===== src/hdl/mant_pkg.sv =====
/* Shared widths, vector types and enums for the mantissa arithmetic unit.
   Import into each module body that needs them. */

`default_nettype none

package mant_pkg;

	//**********************************************************
	// Widths
	//**********************************************************
	localparam int MANT_W  = 24;           // Single precision mantissa incl. hidden bit
	localparam int HALF_W  = 12;           // One half of a mantissa
	localparam int PROD_W  = 48;           // Full product
	localparam int OPND_W  = 25;           // Signed add/sub operand
	localparam int SUM_W   = 26;           // Signed sum, one guard bit
	localparam int N_STEPS = 4;            // Partial products per multiply
	localparam int STEP_W  = 2;            // Enough bits to index N_STEPS

	//**********************************************************
	// Vector types
	//**********************************************************
	typedef logic [OPND_W-1:0] opnd_t;
	typedef logic [PROD_W-1:0] prod_t;

	//**********************************************************
	// Encodings
	//**********************************************************
	// Request opcodes
	typedef enum logic [1:0] {
		OP_MUL = 2'd0,
		OP_ADD = 2'd1,
		OP_SUB = 2'd2
	} op_e;

	// Controller states
	typedef enum logic [1:0] {
		ST_IDLE   = 2'd0,
		ST_MUL    = 2'd1,                  // Four partial-product steps
		ST_ADDSUB = 2'd2,                  // Single add/sub load
		ST_DONE   = 2'd3                   // Result valid, waiting on req low
	} state_e;

endpackage

`default_nettype wire


===== src/hdl/addsub_abs.sv =====
/* Signed 25-bit add/subtract with a 26-bit result, split into sign and
   absolute magnitude. Purely combinational. */

`timescale 1ns/100ps
`default_nettype none

module addsub_abs (
	input  mant_pkg::opnd_t             opnd_a,
	input  mant_pkg::opnd_t             opnd_b,
	input  wire                         sub,
	output logic [mant_pkg::SUM_W-1:0] sum_mag,
	output logic                        sum_neg
);

	import mant_pkg::*;

	logic [SUM_W-1:0] ext_a;
	logic [SUM_W-1:0] ext_b;
	logic [SUM_W-1:0] b_inv;
	logic [SUM_W-1:0] sum;
	logic [SUM_W-1:0] sum_inv;

	//**********************************************************
	// Signed add or subtract
	//**********************************************************
	// One extra sign bit so the sum can never overflow
	assign ext_a = {opnd_a[OPND_W-1], opnd_a};
	assign ext_b = {opnd_b[OPND_W-1], opnd_b};

	// Subtract as a + ~b + 1
	assign b_inv = ext_b ^ {SUM_W{sub}};
	assign sum   = ext_a + b_inv + SUM_W'(sub);

	//**********************************************************
	// Absolute value
	//**********************************************************
	assign sum_neg = sum[SUM_W-1];

	// Invert and add one when negative, otherwise pass through
	assign sum_inv = sum ^ {SUM_W{sum_neg}};
	assign sum_mag = sum_inv + SUM_W'(sum_neg); // -2^25 maps to 2^25, still fits

endmodule

`default_nettype wire


===== src/hdl/mant_ctrl_fsm.sv =====
/* Controller FSM for the mantissa unit. Accepts one req/ack request at a time
   and sequences the multiply steps or the single add/sub load. */

`timescale 1ns/100ps
`default_nettype none

module mant_ctrl_fsm (
	input  wire           clk,
	input  wire           arst_n,
	input  wire           req,
	input  mant_pkg::op_e op,
	input  wire           last,
	output logic          start,
	output logic          mul_en,
	output logic          load_sum,
	output logic          sub,
	output logic          ack
);

	import mant_pkg::*;

	state_e state_q;
	state_e state_d;
	logic   sub_q;
	logic   ack_q;

	//**********************************************************
	// Next state
	//**********************************************************
	always_comb begin
		state_d = state_q;
		case (state_q)
			ST_IDLE: begin
				if (req) begin
					// Anything that is not a multiply goes through the adder
					state_d = (op == OP_MUL) ? ST_MUL : ST_ADDSUB;
				end
			end
			ST_MUL: begin
				if (last) begin
					state_d = ST_DONE;     // Fourth partial product added this edge
				end
			end
			ST_ADDSUB: begin
				state_d = ST_DONE;
			end
			ST_DONE: begin
				if (!req) begin
					state_d = ST_IDLE;     // Requester released, close the handshake
				end
			end
			default: begin
				state_d = ST_IDLE;
			end
		endcase
	end

	//**********************************************************
	// State, subtract flag and ack registers
	//**********************************************************
	always_ff @(posedge clk or negedge arst_n) begin
		if (!arst_n) begin
			state_q <= ST_IDLE;
			sub_q   <= 1'b0;
			ack_q   <= 1'b0;
		end else begin
			state_q <= state_d;
			if (start) begin
				sub_q <= (op == OP_SUB);   // Op is only stable while req is high
			end
			// One cycle after the result settles, dropped once req is seen low
			ack_q <= (state_q == ST_DONE) && req;
		end
	end

	// Datapath strobes
	assign start    = (state_q == ST_IDLE) && req;
	assign mul_en   = (state_q == ST_MUL);
	assign load_sum = (state_q == ST_ADDSUB);

	assign sub = sub_q;
	assign ack = ack_q;

endmodule

`default_nettype wire


===== src/hdl/mant_unit_top.sv =====
/* Top level of the mantissa arithmetic unit. Connects controller, step
   counter, accumulator and add/sub block to the req/ack port set. */

`timescale 1ns/100ps
`default_nettype none

module mant_unit_top (
	input  wire             clk,
	input  wire             arst_n,
	input  wire             req,
	input  mant_pkg::op_e   op,
	input  mant_pkg::opnd_t a,
	input  mant_pkg::opnd_t b,
	output logic            ack,
	output mant_pkg::prod_t result,
	output logic            result_sign
);

	import mant_pkg::*;

	// Controller strobes
	logic              start;
	logic              mul_en;
	logic              load_sum;
	logic              sub;

	// Step sequencing
	logic [STEP_W-1:0] step;
	logic              last;

	// Datapath
	opnd_t             opnd_a_q;
	opnd_t             opnd_b_q;
	logic [SUM_W-1:0]  sum_mag;
	logic              sum_neg;

	//**********************************************************
	// Control
	//**********************************************************
	mant_ctrl_fsm u_mant_ctrl_fsm (
		.clk      (clk),
		.arst_n   (arst_n),
		.req      (req),
		.op       (op),
		.last     (last),
		.start    (start),
		.mul_en   (mul_en),
		.load_sum (load_sum),
		.sub      (sub),
		.ack      (ack)
	);

	step_counter u_step_counter (
		.clk    (clk),
		.arst_n (arst_n),
		.clear  (start),
		.en     (mul_en),
		.step   (step),
		.last   (last)
	);

	//**********************************************************
	// Datapath
	//**********************************************************
	result_accumulator u_result_accumulator (
		.clk         (clk),
		.arst_n      (arst_n),
		.start       (start),
		.mul_en      (mul_en),
		.load_sum    (load_sum),
		.step        (step),
		.a           (a),
		.b           (b),
		.sum_mag     (sum_mag),
		.sum_neg     (sum_neg),
		.opnd_a_q    (opnd_a_q),
		.result      (result),
		.opnd_b_q    (opnd_b_q),
		.result_sign (result_sign)
	);

	addsub_abs u_addsub_abs (
		.opnd_a  (opnd_a_q),                // Registered, stable through ST_ADDSUB
		.opnd_b  (opnd_b_q),
		.sub     (sub),
		.sum_mag (sum_mag),
		.sum_neg (sum_neg)
	);

endmodule

`default_nettype wire


===== src/hdl/result_accumulator.sv =====
/* Operand and result registers. Builds the 48-bit product from four 12x12
   partial products, one per step, or loads the add/sub magnitude and sign. */

`timescale 1ns/100ps
`default_nettype none

module result_accumulator (
	input  wire                          clk,
	input  wire                          arst_n,
	input  wire                          start,
	input  wire                          mul_en,
	input  wire                          load_sum,
	input  wire  [mant_pkg::STEP_W-1:0] step,
	input  mant_pkg::opnd_t              a,
	input  mant_pkg::opnd_t              b,
	input  wire  [mant_pkg::SUM_W-1:0]  sum_mag,
	input  wire                          sum_neg,
	output mant_pkg::opnd_t              opnd_a_q,
	output mant_pkg::prod_t              result,
	output mant_pkg::opnd_t              opnd_b_q,
	output logic                         result_sign
);

	import mant_pkg::*;

	logic [HALF_W-1:0]   a_lo;
	logic [HALF_W-1:0]   a_hi;
	logic [HALF_W-1:0]   b_lo;
	logic [HALF_W-1:0]   b_hi;
	logic [HALF_W-1:0]   pp_x;
	logic [HALF_W-1:0]   pp_y;
	logic [2*HALF_W-1:0] pp;
	prod_t               pp_ext;
	prod_t               pp_shifted;
	prod_t               result_q;
	logic                sign_q;

	//**********************************************************
	// Operand registers
	//**********************************************************
	always_ff @(posedge clk) begin
		if (start) begin
			opnd_a_q <= a;
			opnd_b_q <= b;
		end
	end

	// Multiply uses the low 24 bits only, unsigned
	assign a_lo = opnd_a_q[HALF_W-1:0];
	assign a_hi = opnd_a_q[MANT_W-1:HALF_W];
	assign b_lo = opnd_b_q[HALF_W-1:0];
	assign b_hi = opnd_b_q[MANT_W-1:HALF_W];

	//**********************************************************
	// Partial product for the current step
	//**********************************************************
	always_comb begin
		case (step)
			2'd0: begin
				pp_x = a_lo;
				pp_y = b_lo;
			end
			2'd1: begin
				pp_x = a_hi;
				pp_y = b_lo;
			end
			2'd2: begin
				pp_x = a_lo;
				pp_y = b_hi;
			end
			default: begin
				pp_x = a_hi;
				pp_y = b_hi;
			end
		endcase
	end

	assign pp     = pp_x * pp_y;
	assign pp_ext = PROD_W'(pp);

	// Weight of the pair: lo.lo at 0, cross terms at 12, hi.hi at 24
	always_comb begin
		case (step)
			2'd0:    pp_shifted = pp_ext;
			2'd3:    pp_shifted = pp_ext << (2 * HALF_W);
			default: pp_shifted = pp_ext << HALF_W;
		endcase
	end

	//**********************************************************
	// Result register
	//**********************************************************
	always_ff @(posedge clk or negedge arst_n) begin
		if (!arst_n) begin
			result_q <= '0;
			sign_q   <= 1'b0;
		end else if (start) begin
			result_q <= '0;
			sign_q   <= 1'b0;              // Stays 0 for a multiply
		end else if (mul_en) begin
			result_q <= result_q + pp_shifted;
		end else if (load_sum) begin
			result_q <= PROD_W'(sum_mag);  // Zero extended magnitude
			sign_q   <= sum_neg;
		end
	end

	assign result      = result_q;
	assign result_sign = sign_q;

endmodule

`default_nettype wire


===== src/hdl/step_counter.sv =====
/* Step counter for the partial-product multiply. Cleared on acceptance,
   advanced once per enabled cycle, flags the final step. */

`timescale 1ns/100ps
`default_nettype none

module step_counter (
	input  wire                          clk,
	input  wire                          arst_n,
	input  wire                          clear,
	input  wire                          en,
	output logic [mant_pkg::STEP_W-1:0] step,
	output logic                         last
);

	import mant_pkg::*;

	logic [STEP_W-1:0] step_q;

	always_ff @(posedge clk or negedge arst_n) begin
		if (!arst_n) begin
			step_q <= '0;
		end else if (clear) begin
			step_q <= '0;                  // Clear wins over en
		end else if (en) begin
			step_q <= step_q + 1'b1;       // Wraps back to zero after the last step
		end
	end

	assign step = step_q;
	assign last = (step_q == STEP_W'(N_STEPS - 1));

endmodule

`default_nettype wire


===== config.mk =====
export PLATFORM = sky130hd
export DESIGN_NAME = mant_unit_top
export DESIGN_NICKNAME = d
export VERILOG_FILES = /design/src/hdl/mant_pkg.sv /design/src/hdl/addsub_abs.sv /design/src/hdl/mant_ctrl_fsm.sv /design/src/hdl/mant_unit_top.sv /design/src/hdl/result_accumulator.sv /design/src/hdl/step_counter.sv
export SDC_FILE = /design/constraint.sdc
export NUM_CORES = 1
export LEC_CHECK = 0
export ABC_AREA = 1
export BUFFER_PORTS_ARGS = -buffer_cell sky130_fd_sc_hd__buf_2
export CORE_ASPECT_RATIO = 1.75
export CORE_UTILIZATION = 60
export DETAILED_ROUTE_END_ITERATION = 10
export PLACE_DENSITY = 0.79
export REMOVE_ABC_BUFFERS = 1
export SYNTH_ARGS = -nofsm -noshare
export SYNTH_HDL_FRONTEND = slang
export SYNTH_SLANG_ARGS = --single-unit

===== constraint.sdc =====
create_clock -name clk -period 16.6 [get_ports clk]
set_input_delay 2.49 -clock clk [delete_from_list [all_inputs] [get_ports clk]]
set_output_delay 2.49 -clock clk [all_outputs]
set_load 0.01 [all_outputs]

# After elaboration in Yosys (flattened, before gate mapping)
# Cells that the tools add are included.
[word_totals]
regBits = 105
inputBits = 55
out_inout_bits = 50
[op_classes]
n_addsub = 5
n_mul = 1
eq_ne = 11
muxes = 16
bitwise = 2
reduce_logical = 12
[ops]
columns = ["op", "count"]
rows = [
  ["two-way mux 48 bit", 3],
  ["case mux 48 bit (2 select lines)", 1],
  ["adder 26 x 1 -> 26 bit", 2],
  ["bitwise XOR 26 bit", 2],
  ["adder 48 bit", 1],
  ["adder 26 bit", 1],
  ["multiplier 12 x 12 -> 24 bit", 1],
  ["two-way mux 12 bit", 2],
  ["two-way mux 2 bit", 6],
  ["equality test 2 bit (second input constant)", 5],
  ["case mux 2 bit (4 select lines)", 1],
  ["logical NOT 2 bit", 3],
  ["!= test 2 bit (second input constant)", 3],
  ["equality test 2 x 1 -> 1 bit (second input constant)", 2],
  ["nonzero test 2 bit", 2],
  ["OR reduction 2 bit", 2],
  ["two-way mux 1 bit", 3],
  ["AND reduction 3 bit", 1],
  ["nonzero test 3 bit", 1],
  ["adder 2 x 1 -> 2 bit (second input constant)", 1],
  ["logical AND 1 bit", 2],
  ["!= test 2 x 1 -> 1 bit (second input constant)", 1],
  ["AND reduction 2 bit", 1],
]

# Logic depth before layout (Yosys ltp)
[logic_depth]
word_depth = 8
mapped_depth = 44

# Cells and area by module
# From an unflattened synthesis, not the netlist that was laid out.
[hier_totals]
cells_unflattened = 2459
hier_area_um2 = 16453.3
[by_module_without_submodules]
columns = ["mod", "n_inst", "cells_per_inst", "area_each_um2", "seq_area_each_um2"]
rows = [
  ["result_accumulator", 1, 1758, 12555.8, 2727.6],
  ["addsub_abs", 1, 650, 3513.4, 0.0],
  ["mant_ctrl_fsm", 1, 39, 286.5, 100.1],
  ["step_counter", 1, 12, 97.6, 50.0],
]

# Worst setup path after synthesis
# No wires, ideal clock.
[synth_timing]
path_type = "register -> register"
from = "register u_step_counter.step_q[0] (netlist: u_step_counter.step[0])"
to = "register u_result_accumulator.result_q[39] (netlist: u_result_accumulator.result[39])"
setup_time_ns = 0.123
arrival_time_ns = 7.799
path_slack_ns = 8.678
path_stages_with_launch = 42
cell_sequence = "dfrtp_1 inv_1 ha_1 nor2_1 clkbuf_1 nand2_1 o21ai_0 clkbuf_1 nand2_1 fa_1 fa_1 fa_1 inv_1 fa_1 inv_1 fa_1 inv_1 ha_1 (+6 left out) nand2_1 nand2_1 xor2_1 o22ai_1 ha_1 nand2_1 nor2_1 nand2_1 nor4_1 nand2_1 nand3_1 a21oi_1 o21ai_0 nand2_1 nand2_1 a21oi_1 o21ai_0 nand2_1"
[synth_between]
elab_chain_len = 8
word_cells_on_any_way = 13
[synth_rtl]
columns = ["item", "line", "text"]
rows = [
  ["from (decl)", "step_counter.sv:18", "logic [STEP_W-1:0] step_q;"],
  ["from (signal assigned)", "step_counter.sv:26", "step_q <= step_q + 1'b1;"],
  ["equality test 2 bit, or another cell as far along", "result_accumulator.sv:58", "case (step)"],
  ["OR reduction 2 bit (no line)", "-", ""],
  ["two-way mux 12 bit", "result_accumulator.sv:58", ""],
  ["multiplier 12 x 12 -> 24 bit", "result_accumulator.sv:78", "assign pp = pp_x * pp_y;"],
  ["case mux 48 bit (2 select lines) (*)", "result_accumulator.sv:83", "case (step)"],
  ["adder 48 bit (*)", "result_accumulator.sv:101", "result_q <= result_q + pp_shifted;"],
  ["two-way mux 48 bit (*)", "result_accumulator.sv:100", "end else if (mul_en) begin"],
  ["two-way mux 48 bit (*)", "result_accumulator.sv:97", "end else if (start) begin"],
  ["to (signal assigned)", "result_accumulator.sv:101", ""],
  ["to (signal assigned)", "result_accumulator.sv:103", "result_q <= PROD_W'(sum_mag);"],
  ["to (decl)", "result_accumulator.sv:35", "prod_t result_q;"],
]
# Mark *: on every way between the ends. The rest lies on a longest branch, timed or not.
# A chain may end at the register's enable or synchronous reset.

# Worst setup path in the final report
[layout_timing]
from = "register u_step_counter.step_q[0] (netlist: u_step_counter.step[0])"
to = "register u_result_accumulator.result_q[41] (netlist: u_result_accumulator.result[41])"
# The elaborated chain is that of the path after synthesis.

==> run_results.csv <==
group,metric,value,unit
synth,syn_inst,2270,
synth,synth_cell_types,53,
timing,rsz0062_at_grt,"no",
clocking,htreeDepth,3,
worst_setup_path,path_class,"reg2reg",
layout,antenna_cells,0,
layout,nets,2668,
route,num_vias,15397,
die,initial_utilization,60.9,%
layout,area.growth.synth_to_final,7.61,%
run,drv_cap,0,
synth,ys_ff_latch,105,
worst_setup_path,path_delay_family,"compound AO/OA/AOI/OAI gates",
route,wirelength,52.5,mm
clocking,cts_made_buffers,9,
min_path,holdPathStages,2,
worst_setup_path,required,16.91,ns
worst_setup_path,cp.depth,29,
timing,hold_violations,0,
clocking,clock_sinks,105,
die,num_rows,77,
die,die_x,123,µm
timing,setup_viol,0,
worst_setup_path,slowest_stage,"a31oi_1",
grt,grt_usage,41.7,%
synth,yosys_warnings,0,
grt,grt_pass1_wl,80.2,mm
route,ant_nets,0,
run_status,status,"complete, no violations",
die,design.portCount,105,
clocking,cts_hold_buf,0,
clocking,post_cts_resized,0,
grt,antenna_found_initial,1,
worst_setup_path,rrSetupSlack,6.16,ns
synth,synth_area,0.0154,mm²
worst_setup_path,cp-start-kind,"flip-flop",
timing,period_needed,10.44,ns
worst_setup_path,path_buf_inv,5,
clocking,cts_tree,"done",
placed_design,globalplace.congestion,1.09,
timing,tns,0,ns
placed_design,numPortBuffers,104,
synth,yosysSeqAreaShare,18.7,%
timing,tightest_slew,1.42,ns
timing,maxSlewViolCount,0,
clocking,clockBufferDepth,2,
synth,synth_edf_count,50,
die,die_h,214,µm
route,wl_per_cell,19.5,µm
grt,grt_pass1_vias,15284,
worst_setup_path,max_stage_delay,1.14,ns
clocking,post_cts_buffers,0,
layout,drive_gt1_share,8.10,%
route,drc,0,
grt,grt_max_degree,59,
clocking,cts_root_buffer,"clkbuf_16",
clocking,clk_latency,0.39,ns
route,vias_per_cell,5.73,
synth,async_flop_share,52.4,%
worst_setup_path,arrival,10.76,ns
die,coreArea,0.0252,mm²
timing,fin_skew,0.0181,ns
placed_design,dp_hpwl,42.2,mm
worst_setup_path,endpoint_kind,"flip-flop",
layout,fillerInstances,2382,
clocking,clk_pin_slew,0.09,ns
route,first_iter_violations,1234,
grt,gr-total-overflow,0,
synth,synth_top_flop_cell,"dfrtp_1",
timing,relSlewSlack,4.86,%
synth,syn_area_per_cell,6.77,µm²
worst_setup_path,cp_max_fo,20,
route,dr.pass1.iters,8,
die,die_area,0.0263,mm²
min_path,hold_class,"reg2reg",
timing,clock.fmax,95.7,MHz
timing,fin_crit_sh,62.9,%
worst_setup_path,r2r_cells,29,
[layout by cell type (no fill, tap or decap), drive strengths merged, types with 47 or more instances in the layout]
| cell type | n |
|---|---|
| a21oi | 125 |
| xor2 | 47 |
| o21ai | 123 |
| ha | 145 |
| nor2 | 249 |
| edfxtp | 50 |
| dfrtp | 55 |
| inv | 403 |
| nand2 | 674 |
| nand3 | 114 |
| fa | 102 |
| buf | 121 |
[worst register-to-register path: cells and delay by family (launching register included)]
family          cells  cell delay, ns
buf+inv             5            0.76
compound gates      7            3.74
xor+xnor            1            0.27
fa+ha+maj           8            3.48
flops               1            0.47
simple gates        8            1.64
[path summary, 6_finish.rpt]
kind | endpoint | from
setup / recovery | u_result_accumulator.result[41] | u_step_counter.step[0]
hold / removal | u_result_accumulator.result[27] | u_result_accumulator.result[27]
setup reg to reg | u_result_accumulator.result[41] | u_step_counter.step[0]
hold reg to reg | u_result_accumulator.result[27] | u_result_accumulator.result[27]
max in group asynchronous | u_mant_ctrl_fsm.state_q[0] | arst_n
min in group asynchronous | u_result_accumulator.result[41] | arst_n
[area by class of cell]
class | count | area (µm²) | area share (%)
repair buffers | 121 | 648 | 3.92
inverters | 401 | 1510 | 9.10
well taps | 316 | 395 | 2.39
flip-flops and latches | 105 | 2880 | 17.4
clock buffers | 10 | 229 | 1.38
clock inverters | 6 | 57.6 | 0.348
multi-input cells | 1728 | 10800 | 65.5
[metal layers]
| metal | GRT usage (%) | vias up | part of all wire (%) |
|---|---|---|---|
| li1 | - | 7373 | - |
| met1 | 39.9 | 6969 | 33 |
| met2 | 70.0 | 750 | 48 |
| met3 | 11.6 | 303 | 8.1 |
| met4 | 41.5 | 2 | 11 |
| met5 | 0 | - | 0.029 |
[cells in the mapped netlist (all sizes together) (8+ instances only)]
| master | number | area (µm²) |
|---|---|---|
| nand2 | 674 | 2600 |
| inv | 398 | 1490 |
| nor2 | 249 | 1020 |
| ha | 145 | 1810 |
| a21oi | 125 | 629 |
| o21ai | 123 | 616 |
| nand3 | 114 | 618 |
| fa | 102 | 2040 |
| dfrtp | 55 | 1380 |
| edfxtp | 50 | 1500 |
| xor2 | 47 | 412 |
| clkbuf | 27 | 101 |
| o22ai | 25 | 156 |
| xnor2 | 25 | 219 |
| o21bai | 14 | 105 |
| nand4 | 13 | 81.3 |
| a21o | 12 | 90.1 |
| nor3 | 12 | 65.1 |
| buf | 9 | 66.3 |
| a31oi | 8 | 50.1 |
[logic make-up after synthesis]
group	synth area share, %
fa+ha+maj	25.1
buf+inv	10.9
simple gates	29.0
compound gates	12.2
xor+xnor	4.10
flops	18.7
[flip-flops by register name, indices dropped and copies added (netlist names)]
register	flops
u_result_accumulator.result_sign	1
u_result_accumulator.opnd_a_q	25
u_mant_ctrl_fsm.state_q	2
u_result_accumulator.opnd_b_q	25
u_step_counter.step	2
u_mant_ctrl_fsm.sub	1
u_result_accumulator.result	48
u_mant_ctrl_fsm.ack	1
[through the flow]
step | utilization [%] | hold WS [ns] | instance area [µm²] | setup slack, ns | std cells
floorplan | - | 0.503 | 15200 | 8.40 | 2234
global placement | 64.4 | 0.494 | 16300 | 7.60 | 2671
detailed placement | 64.4 | 0.504 | 16300 | 7.31 | 2671
CTS | 65.6 | 0.523 | 16500 | 7.27 | 2687
global route | 65.6 | 0.556 | 16500 | 5.93 | 2687
finish | 65.6 | 0.524 | 16500 | 6.16 | 2687
Power is not shown: default switching activity piles up to over one toggle a cycle in this logic, so the estimate is an artifact.
